--- config.mk ---
export PLATFORM = sky130hd
export DESIGN_NAME = wb_subsystem
export DESIGN_NICKNAME = d
export VERILOG_FILES = /design/src/hw/isa_pkg.sv /design/src/hw/wb_pkg.sv /design/src/hw/wb_decoder.sv /design/src/hw/wb_sequencer.sv /design/src/hw/reg_file.sv /design/src/hw/out_port.sv /design/src/hw/in_port.sv /design/src/hw/wb_subsystem.sv
export SDC_FILE = /design/constraint.sdc
export NUM_CORES = 1
export LEC_CHECK = 0
export BUFFER_PORTS_ARGS = -buffer_cell sky130_fd_sc_hd__buf_2
export CORE_ASPECT_RATIO = 0.5
export CORE_MARGIN = 1.5
export CORE_UTILIZATION = 56
export DETAILED_ROUTE_END_ITERATION = 7
export PLACE_DENSITY = 0.8
export SYNTH_ARGS = -nofsm -noshare
export SYNTH_HDL_FRONTEND = slang
export SYNTH_HIERARCHICAL = 1
export SYNTH_SLANG_ARGS = --single-unit
--- constraint.sdc ---
create_clock -name clk -period 3.76 [get_ports clk]
set_input_delay 0.752 -clock clk [delete_from_list [all_inputs] [get_ports clk]]
set_output_delay 0.752 -clock clk [all_outputs]
set_load 0.01 [all_outputs]
--- src/hw/isa_pkg.sv ---
package isa_pkg;

    // instruction opcodes seen in the write-back stage
    typedef enum logic [3:0] {
        op_mov      = 4'd1,
        op_add      = 4'd2,
        op_sub      = 4'd3,
        op_and      = 4'd4,
        op_or       = 4'd5,
        op_shift    = 4'd6,  // rlc / rrc / setc / clrc
        op_stack_io = 4'd7,  // push / pop / out / in
        op_unary    = 4'd8,  // not / neg / inc / dec
        op_loop     = 4'd10,
        op_call     = 4'd11, // call / ret / rti
        op_load     = 4'd12, // ldm / ldd
        op_ldi      = 4'd13,
        op_hlt      = 4'd15
    } opcode_t;

    // ra field as a sub-op under op_stack_io
    localparam logic [1:0] sub_push = 2'd0;
    localparam logic [1:0] sub_pop  = 2'd1;
    localparam logic [1:0] sub_out  = 2'd2;
    localparam logic [1:0] sub_in   = 2'd3;

    // ra field as a sub-op under op_call
    localparam logic [1:0] sub_call = 2'd1;
    localparam logic [1:0] sub_ret  = 2'd2;
    localparam logic [1:0] sub_rti  = 2'd3;

    // register file geometry
    localparam int num_regs      = 4;
    localparam int reg_sel_width = 2;
    localparam int sp_index      = 3; // R3 is the stack pointer

endpackage

--- src/hw/wb_pkg.sv ---
package wb_pkg;

    // write-back sequencer states
    typedef enum logic [1:0] {
        st_run,
        st_in_wait,
        st_out_wait,
        st_halted
    } wb_state_t;

    // four-phase handshake progress, shared by both I/O ports
    typedef enum logic [1:0] {
        ph_idle,
        ph_req,     // req high, waiting for ack
        ph_release  // req dropped, waiting for ack to fall
    } io_phase_t;

endpackage

--- src/hw/wb_decoder.sv ---
module wb_decoder
    import isa_pkg::*;
(
    input  opcode_t    opcode,
    input  logic [1:0] ra,
    output logic       write_en,
    output logic       dest_rb,  // 1 selects rb as destination
    output logic       data_io,  // 1 selects input port data
    output logic       sp_inc,
    output logic       sp_dec,
    output logic       ld_out,
    output logic       halt
);

    always_comb begin
        write_en = 1'b0;
        dest_rb  = 1'b0;
        data_io  = 1'b0;
        sp_inc   = 1'b0;
        sp_dec   = 1'b0;
        ld_out   = 1'b0;
        halt     = 1'b0;

        case (opcode)
            // alu results and loop counter land in ra
            op_mov, op_add, op_sub, op_and, op_or, op_unary, op_loop: begin
                write_en = 1'b1;
            end

            op_shift: begin
                if (ra == 2'd0 || ra == 2'd1) begin // rlc / rrc only
                    write_en = 1'b1;
                    dest_rb  = 1'b1;
                end
            end

            op_stack_io: begin
                case (ra)
                    sub_push: sp_dec = 1'b1; // memory write done upstream
                    sub_pop: begin
                        sp_inc   = 1'b1;
                        write_en = 1'b1;
                        dest_rb  = 1'b1;
                    end
                    sub_out: ld_out = 1'b1;
                    sub_in: begin
                        write_en = 1'b1;
                        dest_rb  = 1'b1;
                        data_io  = 1'b1;
                    end
                endcase
            end

            op_call: begin
                if (ra == sub_call) begin
                    sp_dec = 1'b1;
                end else if (ra == sub_ret || ra == sub_rti) begin
                    sp_inc = 1'b1;
                end
            end

            op_load: begin
                if (ra == 2'd0 || ra == 2'd1) begin // ldm / ldd
                    write_en = 1'b1;
                    dest_rb  = 1'b1;
                end
            end

            op_ldi: begin
                write_en = 1'b1;
                dest_rb  = 1'b1;
            end

            op_hlt: halt = 1'b1;

            default: ; // unused opcodes do nothing
        endcase
    end

endmodule

--- src/hw/wb_sequencer.sv ---
module wb_sequencer
    import isa_pkg::*;
    import wb_pkg::*;
#(
    parameter int data_width = 8
) (
    input  logic                     clk,
    input  logic                     rst,
    input  logic                     ins_valid,
    input  logic [reg_sel_width-1:0] ins_ra,
    input  logic [reg_sel_width-1:0] ins_rb,
    input  logic                     write_en,
    input  logic                     dest_rb,
    input  logic                     data_io,
    input  logic                     sp_inc,
    input  logic                     sp_dec,
    input  logic                     ld_out,
    input  logic                     halt,
    input  logic [data_width-1:0]    ins_wb_data,
    input  logic                     in_done,
    input  logic [data_width-1:0]    in_value,
    input  logic                     in_busy,
    input  logic                     out_busy,
    output logic                     ins_ready,
    output logic                     halted,
    output logic                     wr_en,
    output logic [reg_sel_width-1:0] wr_addr,
    output logic [data_width-1:0]    wr_data,
    output logic                     sp_inc_strobe,
    output logic                     sp_dec_strobe,
    output logic [reg_sel_width-1:0] src_addr,
    output logic                     out_load,
    output logic                     in_start
);

    wb_state_t                  state;
    wb_state_t                  state_nxt;
    logic                       accept;
    logic [reg_sel_width-1:0]   in_dest;   // rb of the pending IN

    assign ins_ready = (state == st_run);
    assign halted    = (state == st_halted);
    assign accept    = ins_valid && ins_ready;

    // controls only count on an accepting edge
    assign sp_inc_strobe = accept && sp_inc;
    assign sp_dec_strobe = accept && sp_dec;
    assign out_load      = accept && ld_out;
    assign in_start      = accept && write_en && data_io;
    assign src_addr      = ins_rb; // OUT reads R[rb]

    always_comb begin
        if (state == st_in_wait) begin
            wr_en   = in_done;
            wr_addr = in_dest;
            wr_data = in_value;
        end else begin
            wr_en   = accept && write_en && !data_io;
            wr_addr = dest_rb ? ins_rb : ins_ra;
            wr_data = ins_wb_data;
        end
    end

    always_comb begin
        state_nxt = state;
        case (state)
            st_run: begin
                if (accept && halt) begin
                    state_nxt = st_halted;
                end else if (out_load) begin
                    state_nxt = st_out_wait;
                end else if (in_start) begin
                    state_nxt = st_in_wait;
                end
            end
            st_in_wait:  if (!in_busy) state_nxt = st_run;
            st_out_wait: if (!out_busy) state_nxt = st_run;
            st_halted:   state_nxt = st_halted; // only reset gets out
        endcase
    end

    always_ff @(posedge clk) begin
        if (rst) begin
            state <= st_run;
        end else begin
            state <= state_nxt;
        end
    end

    always_ff @(posedge clk) begin
        if (in_start) begin
            in_dest <= ins_rb;
        end
    end

endmodule

--- src/hw/reg_file.sv ---
module reg_file
    import isa_pkg::*;
#(
    parameter int                    data_width = 8,
    parameter logic [data_width-1:0] sp_init    = 8'hFF
) (
    input  logic                     clk,
    input  logic                     rst,
    input  logic                     wr_en,
    input  logic [reg_sel_width-1:0] wr_addr,
    input  logic [data_width-1:0]    wr_data,
    input  logic                     sp_inc,
    input  logic                     sp_dec,
    input  logic [reg_sel_width-1:0] rd_addr_a,
    input  logic [reg_sel_width-1:0] rd_addr_b,
    input  logic [reg_sel_width-1:0] src_addr,
    output logic [data_width-1:0]    rd_data_a,
    output logic [data_width-1:0]    rd_data_b,
    output logic [data_width-1:0]    src_data
);

    logic [data_width-1:0] regs [num_regs];

    always_ff @(posedge clk) begin
        if (rst) begin
            for (int i = 0; i < num_regs; i++) begin
                regs[i] <= (i == sp_index) ? sp_init : '0;
            end
        end else begin
            for (int i = 0; i < num_regs; i++) begin
                if (wr_en && wr_addr == reg_sel_width'(i)) begin
                    regs[i] <= wr_data; // write beats the sp step
                end else if (i == sp_index && sp_inc) begin
                    regs[i] <= regs[i] + 1'b1;
                end else if (i == sp_index && sp_dec) begin
                    regs[i] <= regs[i] - 1'b1;
                end
            end
        end
    end

    // decode-stage ports and the output-port source
    assign rd_data_a = regs[rd_addr_a];
    assign rd_data_b = regs[rd_addr_b];
    assign src_data  = regs[src_addr];

endmodule

--- src/hw/out_port.sv ---
module out_port
    import wb_pkg::*;
#(
    parameter int data_width = 8
) (
    input  logic                  clk,
    input  logic                  rst,
    input  logic                  load,
    input  logic [data_width-1:0] value,
    input  logic                  out_ack,
    output logic [data_width-1:0] out_data,
    output logic                  out_req,
    output logic                  busy
);

    io_phase_t phase;

    assign out_req = (phase == ph_req);
    // drops in the same cycle ack is seen low
    assign busy = (phase == ph_req) || (phase == ph_release && out_ack);

    always_ff @(posedge clk) begin
        if (rst) begin
            phase    <= ph_idle;
            out_data <= '0;
        end else begin
            case (phase)
                ph_idle: begin
                    if (load) begin
                        out_data <= value; // held past the exchange
                        phase    <= ph_req;
                    end
                end
                ph_req:     if (out_ack) phase <= ph_release;
                ph_release: if (!out_ack) phase <= ph_idle;
                default:    phase <= ph_idle;
            endcase
        end
    end

endmodule

--- src/hw/in_port.sv ---
module in_port
    import wb_pkg::*;
#(
    parameter int data_width = 8
) (
    input  logic                  clk,
    input  logic                  rst,
    input  logic                  start,
    input  logic [data_width-1:0] in_data,
    input  logic                  in_ack,
    output logic                  in_req,
    output logic                  done,
    output logic [data_width-1:0] value,
    output logic                  busy
);

    io_phase_t phase;

    assign in_req = (phase == ph_req);
    assign done   = in_req && in_ack; // one cycle, the capture edge
    assign value  = in_data;          // taken by the register file on done
    assign busy   = in_req || (phase == ph_release && in_ack);

    always_ff @(posedge clk) begin
        if (rst) begin
            phase <= ph_idle;
        end else begin
            case (phase)
                ph_idle:    if (start) phase <= ph_req;
                ph_req:     if (in_ack) phase <= ph_release;
                ph_release: if (!in_ack) phase <= ph_idle;
                default:    phase <= ph_idle;
            endcase
        end
    end

endmodule

--- src/hw/wb_subsystem.sv ---
module wb_subsystem
    import isa_pkg::*;
#(
    parameter int                    data_width = 8,
    parameter logic [data_width-1:0] sp_init    = 8'hFF
) (
    input  logic                     clk,
    input  logic                     rst,
    input  logic                     ins_valid,
    input  logic [3:0]               ins_opcode,
    input  logic [reg_sel_width-1:0] ins_ra,
    input  logic [reg_sel_width-1:0] ins_rb,
    input  logic [data_width-1:0]    ins_wb_data,
    input  logic [reg_sel_width-1:0] rd_addr_a,
    input  logic [reg_sel_width-1:0] rd_addr_b,
    input  logic [data_width-1:0]    in_data,
    input  logic                     in_ack,
    input  logic                     out_ack,
    output logic                     ins_ready,
    output logic [data_width-1:0]    rd_data_a,
    output logic [data_width-1:0]    rd_data_b,
    output logic                     in_req,
    output logic                     out_req,
    output logic [data_width-1:0]    out_data,
    output logic                     halted
);

    // decoder controls
    logic write_en;
    logic dest_rb;
    logic data_io;
    logic sp_inc;
    logic sp_dec;
    logic ld_out;
    logic halt;

    // sequencer to register file and ports
    logic                     wr_en;
    logic [reg_sel_width-1:0] wr_addr;
    logic [data_width-1:0]    wr_data;
    logic                     sp_inc_strobe;
    logic                     sp_dec_strobe;
    logic [reg_sel_width-1:0] src_addr;
    logic [data_width-1:0]    src_data;
    logic                     out_load;
    logic                     out_busy;
    logic                     in_start;
    logic                     in_done;
    logic [data_width-1:0]    in_value;
    logic                     in_busy;

    wb_decoder wb_decoder_i (
        .opcode   (opcode_t'(ins_opcode)),
        .ra       (ins_ra),
        .write_en (write_en),
        .dest_rb  (dest_rb),
        .data_io  (data_io),
        .sp_inc   (sp_inc),
        .sp_dec   (sp_dec),
        .ld_out   (ld_out),
        .halt     (halt)
    );

    wb_sequencer #(
        .data_width (data_width)
    ) wb_sequencer_i (
        .clk           (clk),
        .rst           (rst),
        .ins_valid     (ins_valid),
        .ins_ra        (ins_ra),
        .ins_rb        (ins_rb),
        .write_en      (write_en),
        .dest_rb       (dest_rb),
        .data_io       (data_io),
        .sp_inc        (sp_inc),
        .sp_dec        (sp_dec),
        .ld_out        (ld_out),
        .halt          (halt),
        .ins_wb_data   (ins_wb_data),
        .in_done       (in_done),
        .in_value      (in_value),
        .in_busy       (in_busy),
        .out_busy      (out_busy),
        .ins_ready     (ins_ready),
        .halted        (halted),
        .wr_en         (wr_en),
        .wr_addr       (wr_addr),
        .wr_data       (wr_data),
        .sp_inc_strobe (sp_inc_strobe),
        .sp_dec_strobe (sp_dec_strobe),
        .src_addr      (src_addr),
        .out_load      (out_load),
        .in_start      (in_start)
    );

    reg_file #(
        .data_width (data_width),
        .sp_init    (sp_init)
    ) reg_file_i (
        .clk       (clk),
        .rst       (rst),
        .wr_en     (wr_en),
        .wr_addr   (wr_addr),
        .wr_data   (wr_data),
        .sp_inc    (sp_inc_strobe),
        .sp_dec    (sp_dec_strobe),
        .rd_addr_a (rd_addr_a),
        .rd_addr_b (rd_addr_b),
        .src_addr  (src_addr),
        .rd_data_a (rd_data_a),
        .rd_data_b (rd_data_b),
        .src_data  (src_data)
    );

    out_port #(
        .data_width (data_width)
    ) out_port_i (
        .clk      (clk),
        .rst      (rst),
        .load     (out_load),
        .value    (src_data),
        .out_ack  (out_ack),
        .out_data (out_data),
        .out_req  (out_req),
        .busy     (out_busy)
    );

    in_port #(
        .data_width (data_width)
    ) in_port_i (
        .clk     (clk),
        .rst     (rst),
        .start   (in_start),
        .in_data (in_data),
        .in_ack  (in_ack),
        .in_req  (in_req),
        .done    (in_done),
        .value   (in_value),
        .busy    (in_busy)
    );

endmodule

After elaboration in Yosys (flattened, before gate mapping)
Memories as Yosys holds them, arrays and structs flattened. A register that Yosys moved wholly into a read port is not among the register bits.
Index checks and enable logic that the tools add are counted.
W data, S select, Z words.
- bits in registers: 8
- output and inout port bits: 28
- memories kept: 1
- memory bits (writable): 32
- bitwise gates (word level): 6
- eq/ne operators: 35
- $add $sub $neg: 2
- muxes and demuxes: 61
- reductions and logical operators: 32
- memory list (memory ; words ; width ; rd ports ; clocked after memory_dff ; wr ports ; line ; source):
    reg_file_i.regs ; 4 ; 8 ; 4 ; 1 ; 4 ; reg_file.sv:22 ; logic [data_width-1:0] regs [num_regs];
- operator list (cell ; number):
    $mux W8 ; 7
    $mux W1 ; 35
    $eq A4 B4 Y1 const B ; 6
    $mux W2 ; 12
    $eq A2 B2 Y1 const B ; 8
    $eq A4 B3 Y1 const B ; 4
    $logic_and A1 B1 Y1 ; 15
    $ne A2 B2 Y1 const B ; 7
    $pmux W2 S3 ; 2
    $eq A2 B1 Y1 const B ; 5
    $logic_not A2 Y1 ; 5
    $reduce_and A3 Y1 ; 3
    $add A8 B1 Y8 const B ; 1
    $eq A4 B2 Y1 const B ; 2
    $pmux W2 S4 ; 1
    $reduce_or A8 Y1 ; 1
    $sub A8 B1 Y8 const B ; 1
    $or A1 B1 Y1 ; 6
    $pmux W1 S3 ; 2
    $eq A4 B1 Y1 const B ; 1
    $logic_or A1 B1 Y1 ; 4
    $ne A4 B3 Y1 const B ; 1
    $pmux W1 S2 ; 2
    $reduce_or A2 Y1 ; 2
    other kinds (3) ; 3

Longest topological paths before layout
- depth in word-level cells: 14
- mapped depth: 11

Hierarchy
The synthesis kept the hierarchy.
- modules (own cells, without submodules) (module ; cells each ; times used ; area an instance (µm²)):
    reg_file ; 156 ; 1 ; 2137.0
    out_port ; 44 ; 1 ; 466.7
    wb_sequencer ; 42 ; 1 ; 411.6
    wb_decoder ; 28 ; 1 ; 185.2
    in_port ; 18 ; 1 ; 156.4

Worst setup path after synthesis
No wires, ideal clock.
- path type: input -> register
- from: input port ins_opcode[3]
- to: memory reg_file_i.regs[3][5] (data pin)
- setup slack: 0.715 ns
- data required time: 3.614 ns
- stages on the path: 11
- buffers on the path: 1
- arrival time: 2.899 ns
- library setup time: 0.146 ns
- cells stage by stage: buf_6 -> nor2b_4 -> a31o_1 -> a221oi_2 -> nor4bb_1 -> a21oi_1 -> nor2_1 -> a31oi_2 -> and3b_4 -> a221o_1 -> a21oi_1
- RTL lines (item ; line ; source):
    from (decl) ; wb_subsystem.sv:10 ; input logic [3:0] ins_opcode,
    to (decl) ; reg_file.sv:22 ;

==> flow_summary.yaml <==
run_status:
  status: "finished with violations"
  failed_checks: "design-rule violations"
global_route:
  first_global_vias: 2369
  grt-busiest-layer: "met2"
  grt_max_degree: 29
  gr-usage-met1_pct: 34.5
  grtUsageTotal_pct: 24.7
  grt_util_met2_pct: 40.8
  antenna_found_initial: 0
  grt_overflow: 0
  grt_pass1_wl_um: 12000
  globalRouteMet3Util_pct: 4.08
sta:
  timing.fmax_mhz: 307
  timing.final.hold_violations: 0
  finalSetupViolations: 0
  timing.final.crit_share_pct: 86.5
  slew-limit-headroom_pct: 67.4
  clock_skew_ns: 0.00820
  worstMarginPinSlew_ns: 0.489
  setup-tns-final_ns: 0
  period_needed_ns: 3.25
  report.final.slew_viol_count: 0
  grt_setup_unrepaired: "false"
finish:
  syn2layout_area_growth_pct: 12.9
  post_route_cells_drive_above_1_share_pct: 36.2
  insertedDiodeCount: 0
  final_util_pct: 67.2
  finalNetCount: 368
clocking:
  max-clock-path-buffers: 2
  clk-insertion-delay-late_ns: 0.29
  cts_sinks: 48
  cts_inserted_buffers: 5
  cts_post_setup_buffers_inserted: 0
  post_cts_resize_count: 0
  cts.hold.buffers_added: 0
  clockRootBuffer: "sky130_fd_sc_hd__clkbuf_16"
  cts_tree: "yes"
  clk_transition_reported_paths_ns: 0.06
  number_of_h_tree_levels: 2
critical_path:
  worstPathArrival_ns: 3.28
  crit_type: "in -> reg"
  cp-start-kind: "input pin"
  rr_startpoint: "wb_sequencer_i/state[1]"
  reg2reg_to: "reg_file_i/regs[3][2]"
  worst_ep_required_time_ns: 3.79
  timing.critical_path.to_type: "register"
  worst_setup_path_startpoint: "ins_opcode[3]"
  termination_of_the_worst_setup_path: "reg_file_i/regs[3][2]"
  ff2ff_setup_slack_ns: 1.18
  cp_max_fo: 9
  reg2reg_depth: 7
yosys:
  post-synth-top-area-cell: "sky130_fd_sc_hd__edfxtp_1"
  yosys_register_bits: 48
  synth_top_cells_by_count: "sky130_fd_sc_hd__edfxtp_1, sky130_fd_sc_hd__and2_1, sky130_fd_sc_hd__mux4_2"
  ys.warnings.count: 6
  synth_most_common_cell: "sky130_fd_sc_hd__edfxtp_1"
  synth.top_cells.by_area: "sky130_fd_sc_hd__edfxtp_1, sky130_fd_sc_hd__mux4_2, sky130_fd_sc_hd__dfxtp_1, sky130_fd_sc_hd__and2_1, sky130_fd_sc_hd__nand2b_1"
  netlist-cell-type-count: 62
  synthesis.area_per_instance_um2: 11.7
  synth_top_flop_cell: "sky130_fd_sc_hd__edfxtp_1"
  synth-seq-area-share_pct: 38.8
  synth_largest_type_area_fraction_pct: 30.4
  synthCells: 288
  netlist_area_um2: 3360
  number_of_enable_flip_flop_cells_after_synthesis: 34
  syn_nets: 323
  postSynth.asyncResetShare_pct: 0
detailed_routing:
  drt-total-wl_um: 7740
  detailedRoute.firstIterationViolations: 428
  viasPerCell: 6.33
  detail_route.drc_violations: 6
  post_drt_wl_per_cell_um: 19.0
  vias: 2577
  ant_nets: 0
  dr.pass1.iters: 8
floorplanning:
  coreArea_um2: 5630
  die_area_um2: 6500
  std_cell_rows: 19
  floorplan.die.width_um: 112
  floorplan.io_pins: 61
  die_height_um: 57.8
  initial_core_util_pct: 59.6
hold_path:
  timing.hold.worst_path_depth: 2
  hold_wc_path_type: "reg -> reg"
placed_design:
  place_congestion: 0.951
  place.detailed.hpwl_um: 5720
  io_buffers: 60
power:
  ir_worst_vdd_v: 0.000172
  power-per-cell-area_nw_per_um2: 375
  cellLeakagePower_nw: 1.47
run:
  max_cap_viol_count: 0
-- layer usage --
| metal | up-vias | wire length (um) | part of all wire, % |
|---|---|---|---|
| li1 | 1172 | - | - |
| met1 | 1237 | 3380 | 44 |
| met2 | 154 | 3520 | 45 |
| met3 | 14 | 728 | 9.4 |
| met4 | 0 | 115 | 1.5 |
| met5 | - | 0 | 0 |
-- area by class of cell --
class / count / area (um^2)
fill: 429 / 1850
tap: 73 / 91.3
clock buffer: 5 / 125
sequential: 48 / 1300
clock inverter: 3 / 68.8
timing repair buffer: 64 / 330
inverter: 6 / 22.5
multi-input combinational: 208 / 1850
-- worst min-delay path by stage --
stage	start	endpoint	slack [ns]
finish	out_port_i/out_data[1]	out_port_i/out_data[1]	0.47
global route	out_port_i/out_data[6]	out_port_i/out_data[6]	0.49
CTS	out_port_i/out_data[6]	out_port_i/out_data[6]	0.48
detailed placement	out_port_i/out_data[6]	out_port_i/out_data[6]	0.46
global placement	out_port_i/out_data[3]	out_port_i/out_data[3]	0.46
floorplan	in_port_i/phase[1]	in_port_i/phase[0]	0.48
-- layout by cell type, fill, tap and decap left out, types with 4 or more instances in the layout --
cell                        instances
sky130_fd_sc_hd__nand2b_1          18
sky130_fd_sc_hd__mux4_2            24
sky130_fd_sc_hd__xor2_1             5
sky130_fd_sc_hd__o21ai_0            6
sky130_fd_sc_hd__a21oi_1           10
sky130_fd_sc_hd__buf_4              4
sky130_fd_sc_hd__mux2i_1           10
sky130_fd_sc_hd__clkbuf_16          5
sky130_fd_sc_hd__nand3b_1           6
sky130_fd_sc_hd__nor2_1            17
sky130_fd_sc_hd__buf_2             60
sky130_fd_sc_hd__and2_1            27
sky130_fd_sc_hd__inv_1              6
sky130_fd_sc_hd__edfxtp_1          34
sky130_fd_sc_hd__nand2_1           14
sky130_fd_sc_hd__dfxtp_1           14
sky130_fd_sc_hd__nor3_1             7
sky130_fd_sc_hd__mux2_4             6
-- flip-flops by register name, summed over array words and instances, names as in the netlist --
signal and cells:
in_port_i/phase 2, out_port_i/out_data 8, out_port_i/phase 2, reg_file_i/regs 32
wb_sequencer_i/in_dest 2, wb_sequencer_i/state 2
-- report_power, final --
part	total (W)	internal, W	switching [W]
Sequential	0.000613	0.000590	0.0000234
Clock	0.000584	0.000383	0.000201
Combinational	0.000224	0.000111	0.000114
-- worst max-delay path, stage by stage --
cell                       delay [ns]
sky130_fd_sc_hd__buf_2           0.15
sky130_fd_sc_hd__nor2b_4         0.14
sky130_fd_sc_hd__a31o_1          0.21
sky130_fd_sc_hd__a221oi_2        0.35
sky130_fd_sc_hd__nor4bb_1        0.32
sky130_fd_sc_hd__a21oi_1         0.07
sky130_fd_sc_hd__nor2_1          0.31
sky130_fd_sc_hd__nand4b_1        0.44
sky130_fd_sc_hd__o21ai_0         0.34
sky130_fd_sc_hd__a221o_1         0.15
sky130_fd_sc_hd__o31ai_1         0.06
-- cells by family after synthesis --
| logic type | count (synthesis) | share of synthesized area [%] |
|---|---|---|
| AO/OA/AOI/OAI | 44 | 9.88 |
| XOR/XNOR | 8 | 2.09 |
| adder cells (fa/ha/maj) | 2 | 0.745 |
| buffers and inverters | 32 | 6.15 |
| flip-flops | 48 | 38.8 |
| multiplexers | 42 | 22.4 |
| AND/OR/NAND/NOR | 112 | 19.9 |
-- through the flow --
stage,cell area (um^2),worst slack (ns),total power (W),hold slack [ns],std cells
6_report,3790,0.506,0.00142,0.473,407
5_1_grt,3790,0.389,0.00146,0.486,407
4_1_cts,3790,0.567,0.00142,0.478,407
3_5_place_dp,3590,0.253,0.000845,0.457,399
3_3_place_gp,3590,0.489,0.000834,0.456,399
2_1_floorplan,3360,0.715,0.000779,0.476,288
No activity file was read; power rests on OpenSTA's default activity.
